### config.mk
export PLATFORM = sky130hd
export DESIGN_NAME = exec_unit
export DESIGN_NICKNAME = d
export VERILOG_FILES = /design/src/verilog/alu_pkg.sv /design/src/verilog/alu_adder.sv /design/src/verilog/alu_shifter.sv /design/src/verilog/alu.sv /design/src/verilog/req_fifo.sv /design/src/verilog/exec_unit.sv
export SDC_FILE = /design/constraint.sdc
export NUM_CORES = 1
export LEC_CHECK = 0
export BUFFER_PORTS_ARGS = -buffer_cell sky130_fd_sc_hd__buf_2
export CAP_MARGIN = 25
export CORE_MARGIN = 2
export CORE_UTILIZATION = 42
export CTS_CLUSTER_DIAMETER = 50
export DETAILED_ROUTE_END_ITERATION = 10
export GPL_TIMING_DRIVEN = 0
export SYNTH_ARGS = -nofsm -noshare
export SYNTH_HDL_FRONTEND = slang
export SYNTH_SLANG_ARGS = --single-unit
### constraint.sdc
create_clock -name clk_i -period 8.02 [get_ports clk_i]
set_clock_uncertainty 0.1 [all_clocks]
set_input_delay 0.802 -clock clk_i [delete_from_list [all_inputs] [get_ports clk_i]]
set_output_delay 0.802 -clock clk_i [all_outputs]
set_load 0.01 [all_outputs]
### src/verilog/alu_pkg.sv
`default_nettype none

package alu_pkg;

  // datapath and operand widths
  localparam int XLEN    = 64;
  localparam int SHAMT_W = 6;     // rv64 shift amount
  localparam int TAG_W   = 4;

  // request queue sizing, upstream starts with one credit per entry
  localparam int REQ_DEPTH = 4;
  localparam int REQ_PTR_W = $clog2(REQ_DEPTH);
  localparam int REQ_CNT_W = $clog2(REQ_DEPTH + 1);

  // downstream credits held after reset
  localparam int RESP_CREDITS = 2;
  localparam int RESP_CNT_W   = $clog2(RESP_CREDITS + 1);

  typedef enum logic [3:0] {
    ADD  = 4'd0,
    SUB  = 4'd1,
    SLL  = 4'd2,
    SRL  = 4'd3,
    SRA  = 4'd4,
    AND  = 4'd5,
    OR   = 4'd6,
    XOR  = 4'd7,
    SLT  = 4'd8,
    SLTU = 4'd9
  } alu_op_e;

  // shift view of operand b, upper bits ignored
  typedef struct packed {
    logic [XLEN-SHAMT_W-1:0] pad;
    logic [SHAMT_W-1:0]      shamt;
  } alu_shift_view_t;

  // operand b is either a full value or a shift amount
  typedef union packed {
    logic [XLEN-1:0] value;
    alu_shift_view_t shift;
  } alu_operand_u;

  typedef struct packed {
    alu_op_e         op;
    logic [XLEN-1:0] a;
    alu_operand_u    b;
    logic [TAG_W-1:0] tag;
  } alu_req_t;

  typedef struct packed {
    logic zf;   // sum is zero
    logic cf;   // carry, or borrow on subtract
    logic of;   // signed overflow
    logic sf;   // sign of sum
  } alu_flags_t;

  typedef struct packed {
    logic [XLEN-1:0]  result;
    alu_flags_t       flags;
    logic [TAG_W-1:0] tag;
  } alu_resp_t;

endpackage

`default_nettype wire

### src/verilog/alu_adder.sv
`default_nettype none

module alu_adder (
  input  logic [alu_pkg::XLEN-1:0] a_i,
  input  logic [alu_pkg::XLEN-1:0] b_i,
  input  logic                     sub_i,
  output logic [alu_pkg::XLEN-1:0] sum_o,
  output alu_pkg::alu_flags_t      flags_o,
  output logic                     lt_signed_o,
  output logic                     lt_unsigned_o
);

  localparam int W = alu_pkg::XLEN;

  logic [W:0] a_ext;     // doubled sign bit
  logic [W:0] b_ext;
  logic [W:0] sum_ext;
  logic       carry_out;
  logic       ovf;

  assign a_ext = {a_i[W-1], a_i};
  assign b_ext = {b_i[W-1], b_i} ^ {(W + 1){sub_i}};   // invert b for subtract

  // carry in of one completes the two's complement
  assign sum_ext = a_ext + b_ext + {{W{1'b0}}, sub_i};

  // the top bit of the extended sum is a ^ b ^ carry, so the
  // true carry out of bit 63 falls out of the extension bits
  assign carry_out = sum_ext[W] ^ a_ext[W] ^ b_ext[W];

  assign ovf = sum_ext[W] ^ sum_ext[W-1];   // sign bits disagree

  assign sum_o = sum_ext[W-1:0];

  always_comb begin
    flags_o.zf = (sum_ext[W-1:0] == '0);
    flags_o.cf = carry_out ^ sub_i;          // borrow when subtracting
    flags_o.of = ovf;
    flags_o.sf = sum_ext[W-1];
  end

  assign lt_signed_o   = ovf ^ sum_ext[W-1];
  assign lt_unsigned_o = carry_out ^ sub_i;  // a < b unsigned iff borrow

endmodule

`default_nettype wire

### src/verilog/alu_shifter.sv
`default_nettype none

module alu_shifter (
  input  alu_pkg::alu_op_e            op_i,
  input  logic [alu_pkg::XLEN-1:0]    a_i,
  input  logic [alu_pkg::SHAMT_W-1:0] shamt_i,
  output logic [alu_pkg::XLEN-1:0]    res_o
);

  localparam int W = alu_pkg::XLEN;

  logic         is_sll;
  logic         is_srl;
  logic         is_sra;
  logic         is_right;
  logic         is_shift;
  logic [W-1:0] shift_in;
  logic [W-1:0] shifted;
  logic [W-1:0] right_res;
  logic [W-1:0] mask;
  logic [W-1:0] sra_res;

  // bit reversal, plain rewiring
  function automatic logic [W-1:0] bit_rev(input logic [W-1:0] v);
    logic [W-1:0] r;
    for (int i = 0; i < W; i++) begin
      r[i] = v[W-1-i];
    end
    return r;
  endfunction

  assign is_sll   = (op_i == alu_pkg::SLL);
  assign is_srl   = (op_i == alu_pkg::SRL);
  assign is_sra   = (op_i == alu_pkg::SRA);
  assign is_right = is_srl | is_sra;
  assign is_shift = is_sll | is_right;

  // right shifts go through the same left shifter on reversed data
  assign shift_in  = {W{is_shift}} & (is_right ? bit_rev(a_i) : a_i);   // quiet when unused
  assign shifted   = shift_in << shamt_i;
  assign right_res = bit_rev(shifted);

  // ones where real data landed, sign fills the rest
  assign mask    = {W{1'b1}} >> shamt_i;
  assign sra_res = (right_res & mask) | ({W{a_i[W-1]}} & ~mask);

  always_comb begin
    if (is_sra) begin
      res_o = sra_res;
    end else if (is_srl) begin
      res_o = right_res;
    end else begin
      res_o = shifted;    // sll, or zero for other ops
    end
  end

endmodule

`default_nettype wire

### src/verilog/alu.sv
`default_nettype none

module alu (
  input  alu_pkg::alu_req_t         req_i,
  output logic [alu_pkg::XLEN-1:0]  result_o,
  output alu_pkg::alu_flags_t       flags_o
);

  localparam int W = alu_pkg::XLEN;

  logic                sub;
  logic                uses_adder;
  logic [W-1:0]        sum;
  alu_pkg::alu_flags_t add_flags;
  logic                lt_signed;
  logic                lt_unsigned;
  logic [W-1:0]        shift_res;

  // compares are a subtract with the result thrown away
  assign sub = (req_i.op == alu_pkg::SUB) ||
               (req_i.op == alu_pkg::SLT) ||
               (req_i.op == alu_pkg::SLTU);

  assign uses_adder = sub || (req_i.op == alu_pkg::ADD);

  alu_adder u_adder (
    .a_i           (req_i.a),
    .b_i           (req_i.b.value),
    .sub_i         (sub),
    .sum_o         (sum),
    .flags_o       (add_flags),
    .lt_signed_o   (lt_signed),
    .lt_unsigned_o (lt_unsigned)
  );

  alu_shifter u_shifter (
    .op_i    (req_i.op),
    .a_i     (req_i.a),
    .shamt_i (req_i.b.shift.shamt),   // low 6 bits only
    .res_o   (shift_res)
  );

  always_comb begin
    case (req_i.op)
      alu_pkg::ADD,
      alu_pkg::SUB:  result_o = sum;
      alu_pkg::SLL,
      alu_pkg::SRL,
      alu_pkg::SRA:  result_o = shift_res;
      alu_pkg::AND:  result_o = req_i.a & req_i.b.value;
      alu_pkg::OR:   result_o = req_i.a | req_i.b.value;
      alu_pkg::XOR:  result_o = req_i.a ^ req_i.b.value;
      alu_pkg::SLT:  result_o = {{(W - 1){1'b0}}, lt_signed};
      alu_pkg::SLTU: result_o = {{(W - 1){1'b0}}, lt_unsigned};
      default:       result_o = '0;   // unused encodings
    endcase
  end

  // logic and shift ops report clean flags
  assign flags_o = uses_adder ? add_flags : '0;

endmodule

`default_nettype wire

### src/verilog/req_fifo.sv
`default_nettype none

module req_fifo (
  input  logic              clk_i,
  input  logic              reset_i,
  input  logic              push_i,
  input  alu_pkg::alu_req_t data_i,
  input  logic              pop_i,
  output alu_pkg::alu_req_t head_o,
  output logic              not_empty_o,
  output logic              credit_o
);

  localparam int PW = alu_pkg::REQ_PTR_W;
  localparam int CW = alu_pkg::REQ_CNT_W;

  alu_pkg::alu_req_t mem [alu_pkg::REQ_DEPTH];
  logic [PW-1:0]     wr_ptr;
  logic [PW-1:0]     rd_ptr;
  logic [CW-1:0]     count;

  // storage only, validity comes from count
  always_ff @(posedge clk_i) begin
    if (push_i) begin
      mem[wr_ptr] <= data_i;
    end
  end

  always_ff @(posedge clk_i) begin
    if (reset_i) begin
      wr_ptr   <= '0;
      rd_ptr   <= '0;
      count    <= '0;
      credit_o <= 1'b0;
    end else begin
      credit_o <= pop_i;   // one credit back per removed entry
      if (push_i) begin
        wr_ptr <= (wr_ptr == PW'(alu_pkg::REQ_DEPTH - 1)) ? '0 : wr_ptr + 1'b1;
      end
      if (pop_i) begin
        rd_ptr <= (rd_ptr == PW'(alu_pkg::REQ_DEPTH - 1)) ? '0 : rd_ptr + 1'b1;
      end
      case ({push_i, pop_i})
        2'b10:   count <= count + 1'b1;
        2'b01:   count <= count - 1'b1;
        default: count <= count;   // both or neither
      endcase
    end
  end

  assign head_o      = mem[rd_ptr];
  assign not_empty_o = (count != '0);

endmodule

`default_nettype wire

### src/verilog/exec_unit.sv
`default_nettype none

module exec_unit (
  input  logic               clk_i,
  input  logic               reset_i,
  // upstream issue side
  input  logic               req_valid_i,
  input  alu_pkg::alu_req_t  req_i,
  output logic               req_credit_o,
  // downstream result side
  output logic               resp_valid_o,
  output alu_pkg::alu_resp_t resp_o,
  input  logic               resp_credit_i
);

  localparam int RCW = alu_pkg::RESP_CNT_W;

  alu_pkg::alu_req_t          head;
  logic                       fifo_not_empty;
  logic                       pop;
  logic [alu_pkg::XLEN-1:0]   alu_result;
  alu_pkg::alu_flags_t        alu_flags;
  logic [RCW-1:0]             resp_credits;
  alu_pkg::alu_resp_t         resp_q;
  logic                       resp_valid_q;

  req_fifo u_req_fifo (
    .clk_i       (clk_i),
    .reset_i     (reset_i),
    .push_i      (req_valid_i),    // upstream credits guarantee room
    .data_i      (req_i),
    .pop_i       (pop),
    .head_o      (head),
    .not_empty_o (fifo_not_empty),
    .credit_o    (req_credit_o)
  );

  alu u_alu (
    .req_i    (head),
    .result_o (alu_result),
    .flags_o  (alu_flags)
  );

  // issue whenever there is work and somewhere to send it
  assign pop = fifo_not_empty && (resp_credits != '0);

  // downstream credit counter
  always_ff @(posedge clk_i) begin
    if (reset_i) begin
      resp_credits <= RCW'(alu_pkg::RESP_CREDITS);
    end else begin
      case ({resp_credit_i, pop})
        2'b10:   resp_credits <= resp_credits + 1'b1;
        2'b01:   resp_credits <= resp_credits - 1'b1;
        default: resp_credits <= resp_credits;   // return and send cancel
      endcase
    end
  end

  always_ff @(posedge clk_i) begin
    if (reset_i) begin
      resp_valid_q <= 1'b0;
    end else begin
      resp_valid_q <= pop;
    end
  end

  // payload only moves on pop
  always_ff @(posedge clk_i) begin
    if (pop) begin
      resp_q.result <= alu_result;
      resp_q.flags  <= alu_flags;
      resp_q.tag    <= head.tag;   // tag rides through untouched
    end
  end

  assign resp_valid_o = resp_valid_q;
  assign resp_o       = resp_q;

endmodule

`default_nettype wire

=== After elaboration in Yosys (flattened, before gate mapping) ===
Memory sizes are Yosys's and may differ from the RTL's. A register that Yosys moved wholly into a read port is not among the register bits.
Cells that the tools add are included.

* Flip-flop bits (word level): 82
* Memory bits (writable): 544
* Input bits: 140
* Word-level logic and storage cells: 77
* Memories: 1

{| class="wikitable"
|+ Memories
! name !! words !! width !! rd ports !! clocked after Yosys merged registers in !! write ports !! line !! text
|-
| u_req_fifo.mem || 4 || 136 || 1 || 1 || 1 || req_fifo.sv:17 || <nowiki>alu_pkg::alu_req_t mem [alu_pkg::REQ_DEPTH];</nowiki>
|}

* $add $sub $neg: 8
* Equality and inequality tests: 15
* Shifts and indexed selects: 2
* Mux-type cells: 12
* Bitwise operators: 16
* Reductions and logical operators: 12

{| class="wikitable"
|+ Operators with widths
! cell !! count
|-
| one-hot mux 64 bit (7 select lines) || 1
|-
| bitwise AND 64 bit || 4
|-
| 2-to-1 mux 64 bit || 3
|-
| OR 64 bit || 2
|-
| adder 65 x 1 -> 65 bit || 1
|-
| adder 65 bit || 1
|-
| XOR 65 bit || 1
|-
| logical NOT 64 bit || 1
|-
| NOT 64 bit || 1
|-
| left shift 64 x 6 -> 64 bit || 1
|-
| >> shifter 64 x 6 -> 64 bit, first input constant || 1
|-
| XOR 64 bit || 1
|-
| == test 4 x 3 -> 1 bit, second input constant || 4
|-
| == test 2 bit, second input constant || 4
|-
| == test 4 x 2 -> 1 bit, second input constant || 2
|-
| == test 4 bit, second input constant || 2
|-
| 2-to-1 mux 2 bit || 4
|-
| adder 2 x 1 -> 2 bit, second input constant || 3
|-
| one-hot mux 3 bit (2 select lines) || 1
|-
| nonzero test 2 bit || 3
|-
| XOR 1 bit || 5
|-
| == test 2 x 1 -> 1 bit, second input constant || 2
|-
| == test 4 x 1 -> 1 bit, second input constant || 1
|-
| logical NOT 4 bit || 1
|-
| 11 further kinds || 15
|}

=== Longest topological paths before layout ===
* Depth in word-level cells: 10
* Mapped depth: 24

=== By module ===
A second synthesis with hierarchy kept.

* Cells, all modules: 3542
* Area total of the unflattened synthesis: 40831.7 um^2

{| class="wikitable"
|+ Modules (own cells, without submodules)
! module !! instances !! cells each !! area each (um^2)
|-
| req_fifo || 1 || 756 || 20046.7
|-
| alu_shifter || 1 || 1198 || 7958.9
|-
| alu || 1 || 758 || 5315.1
|-
| alu_adder || 1 || 745 || 5218.8
|-
| exec_unit || 1 || 85 || 2292.2
|}

=== Worst setup path after synthesis ===
Ideal clock, no wire load.

* Path kind: register to register
* Start: reg with a tool-made name
* End: reg resp_q, in the netlist resp_o[7], data pin
* Setup time: 0.170 ns
* Arrival time: 5.685 ns
* Data required time: 7.750 ns
* Setup slack: 2.065 ns
* Cell stages (with the launch flop): 21
* Period minus slack after synthesis: 5.955 ns
* Cell sequence: dfxtp_1 > buf_6 > buf_2 > buf_2 > buf_2 > buf_1 > mux4_2 > xnor2_1 > ha_1 > clkbuf_1 > a21o_1 > a31oi_1 > o221ai_1 > a221o_1 > a21oi_1 > o21a_1 > o21ai_1 > a221o_1 > xor2_1 > or4_1 > nor4_2

{| class="wikitable"
|+ RTL lines
! what !! line !! text
|-
| to (decl) || exec_unit.sv:24 || <nowiki>alu_pkg::alu_resp_t resp_q;</nowiki>
|}

==> summary.md <==
| Metric | Value |
|---|---|
| Status | `finished, final reports clean` |
| Max Cap Viol | `0` |
| Layout fillers | `8184` |
| Area of the multi-input gates | `18000 um^2` |
| WP buf/inv | `6` |
| CP Class | `flip-flop to flip-flop` |
| Avg Inst Size Synth | `11.7 um^2` |
| Gate Count Post-Synth | `3282` |
| Most common cell after layout, fill and taps aside | `edfxtp_1` |
| Period Utilization, post-route | `97.1%` |
| RD Place Congestion | `1.11` |
| Routing usage on met1 | `45.4%` |
| Avg WL per Cell | `33.1 um` |
| Vias | `31400` |
| Synthesized area | `38200 um^2` |
| DRT Wirelength | `159 mm` |
| P per Cell Area | `486 nW/um^2` |
| Fmax | `128 MHz` |
| Seq/Total Area, Yosys | `49.0%` |
| Worst path most repeated cell | `buf_2` |
| Final Max Tran Viols | `0` |
| Min-delay worst type | `primary input to flip-flop` |
| Post-layout nets | `3917` |
| Storage cell area | `18700 um^2` |
| Post-Syn Nets | `3622` |
| Post-cts resize count | `9` |
| Main synth FF type | `edfxtp_1` |
| DRT iter0 DRCs | `5175` |
| Crit path arrival time | `8.09 ns` |
| Drt pass-1 iters | `8` |
| Post CTS Setup Buffer Count | `0` |
| EDFF count, synth | `616` |
| Slowest CP cell | `clkbuf_1` |
| Library cells used by synthesis | `92` |
| Detail Route Antenna Nets | `0` |
| TritonCTS buffer count | `70` |
| Chip width | `306 um` |
| I/O Buffers | `212` |
| Met3 usage | `7.72%` |
| Crit Path Max Fanout | `10` |
| Synthesized flop and latch total | `628` |
| Fin. Hold Viols | `0` |
| Worst EP required | `8.32 ns` |
| Largest net degree at the start of global routing | `66` |
| Initial core utilization | `42.4%` |
| # setup viols final | `0` |
| Cell Rows | `110` |
| Reg clk slew, reported paths | `0.06 ns` |
| Rel. slew slack | `17.4%` |
| Final Critical Period | `7.79 ns` |
| Leak | `15.7 nW` |
| Antenna violations before repair | `17` |
| CP max stage delay | `0.80 ns` |
| DRC Markers | `0` |
| Clk buf depth | `3` |
| RSZ-0062 raised after global routing | `no` |
| CTS root buf | `clkbuf_16` |
| I/O Pins | `214` |
| Gr ovfl total | `0` |
| Worst Setup End Kind | `flip-flop` |
| CTS Sinks | `628` |
| CP delay by family, top | `compound AO/OA/AOI/OAI gates` |
| Full die area | `93500 um^2` |
| Global routing usage on met2 | `48.7%` |
| Share of post-route cells with drive strength above 1 | `17.8%` |
| Post-Place Worst Slack | `-1.18 ns` |
| Setup ws final | `0.229 ns` |
| Clock latency at the later pin of the worst-skew pair | `0.65 ns` |
| Vias in the first global route | `29600` |
| GRT Overall Usage | `33.5%` |
| Async SR Flop Fraction | `0%` |
| Busiest grt layer | `met2` |
| TritonCTS clock tree | `yes` |
| Worst slew pin tran | `1.24 ns` |
| CTS Hold Buffers Added | `0` |
| Peak VDD IR | `0.000295 V` |
| R2r setup slk | `0.23 ns` |
| First-pass GRT wire length | `223 mm` |
| Core area | `90100 um^2` |
| Most frequent cells in the layout | `edfxtp_1 (616), a21oi_1 (285), buf_2 (254)` |
| Ys Warns | `0` |
| Hpwl dp | `122 mm` |
| Die Height | `306 um` |
| CP cell instances | `buf_6 > mux4_2 > buf_2 > buf_2 > o21ai_1 > buf_2 > clkbuf_1 > xnor2_1 > ha_1 > clkbuf_1 > a21oi_1 > o21ai_0 > o21bai_1 > o31ai_1 > a21boi_0 > a211o_1 > or4b_1 > o211ai_1 > o211ai_1 > or4_1 > nor4_4` |
| Startpoint types | `flip-flop` |
| Via-per-instance ratio | `6.53` |
| H-tree Lvls | `3` |
| Util after Layout | `48.1%` |
| Layout area overhead | `13.3%` |
==> cell usage after synthesis (44+ instances only) <==
master,count,area share (%)
nor2_1,202,2.0
nor3_1,44,0.58
mux4_2,132,7.8
o21ai_0,204,2.7
ha_1,198,6.5
clkbuf_1,134,1.3
xnor2_1,96,2.2
a21oi_1,286,3.7
edfxtp_1,616,48
mux2_2,98,2.9
nand2_1,207,2.0
inv_1,160,1.6
mux2i_1,90,2.4
a22oi_1,89,1.7
==> metal layers <==
metal	up-vias	share of wire, %
met2	2140	42
li1	13300	-
met1	15400	40
met3	541	10
met4	16	7.4
met5	-	0.052
==> worst reg2reg max path: stages, from the launching register on <==
cell	delay (ns)
dfxtp_1	0.32
buf_6	0.16
mux4_2	0.57
buf_2	0.24
buf_2	0.25
o21ai_1	0.36
buf_2	0.42
clkbuf_1	0.80
xnor2_1	0.17
ha_1	0.32
clkbuf_1	0.20
a21oi_1	0.24
o21ai_0	0.17
o21bai_1	0.24
o31ai_1	0.70
a21boi_0	0.18
a211o_1	0.32
or4b_1	0.48
o211ai_1	0.18
o211ai_1	0.16
or4_1	0.51
nor4_4	0.46
==> metrics by stage <==
| step | setup TNS, ns | cell area, um^2 | total power [mW] | hold slack [ns] | instances |
|---|---|---|---|---|---|
| 2_1_floorplan | 0 | 38200 | 12.3 | 0.354 | 3282 |
| 3_3_place_gp | -25.09 | 40800 | 17.4 | 0.370 | 4670 |
| 3_5_place_dp | -7.25 | 41100 | 17.3 | 0.379 | 4686 |
| 4_1_cts | 0 | 43300 | 20.4 | 0.228 | 4808 |
| 5_1_grt | 0 | 43300 | 21.8 | 0.247 | 4808 |
| 6_report | 0 | 43300 | 21.1 | 0.261 | 4810 |
==> flip-flops by register name, indices dropped and copies added (netlist names), named ones only <==
register / count
u_req_fifo.mem: 544
resp_credits: 2
u_req_fifo.rd_ptr: 2
u_req_fifo.credit_o: 1
u_req_fifo.count: 3
u_req_fifo.wr_ptr: 2
resp_o: 72
==> logic make-up (layout without fill, tap and decap cells) <==
logic type | after synthesis | after routing | share of synthesized area, %
AOI/OAI and AO/OA | 994 | 994 | 16.6
DFF | 628 | 628 | 49.0
and+or+nand+nor | 622 | 622 | 7.66
buffers and inverters | 383 | 730 | 4.02
muxes | 330 | 330 | 13.3
adders and majority gates | 200 | 200 | 6.58
xor gates and xnor gates | 125 | 125 | 2.86
other | 0 | 5 | 0
==> final cells by class <==
| type | count | area share, % |
|---|---|---|
| sequential | 628 | 43.2 |
| multi-input combinational | 2271 | 41.6 |
| clock buffer | 87 | 4.24 |
| tap | 1176 | 3.40 |
| timing repair buffer | 228 | 3.16 |
| buffer | 216 | 2.15 |
| inverter | 162 | 1.41 |
| clock inverter | 37 | 0.785 |
| antenna | 5 | 0.0289 |
==> where the power goes <==
part | internal (mW) | leakage, nW | switching [mW]
logic | 4.14 | 8.86 | 9.69
clock network | 1.69 | 1.06 | 1.32
registers | 4.13 | 5.80 | 0.0950
==> worst paths after layout <==
| path | start | to | depth (start not counted) |
|---|---|---|---|
| max reg2reg | flip-flop | resp_o[7] | 21 |
| min | req_i[65] | u_req_fifo.mem[1][65] | 1 |
| max | flip-flop | resp_o[7] | 21 |
| min reg2reg | u_req_fifo.count[2] | u_req_fifo.count[2] | 2 |
No activity file was read; power rests on OpenSTA's default activity.
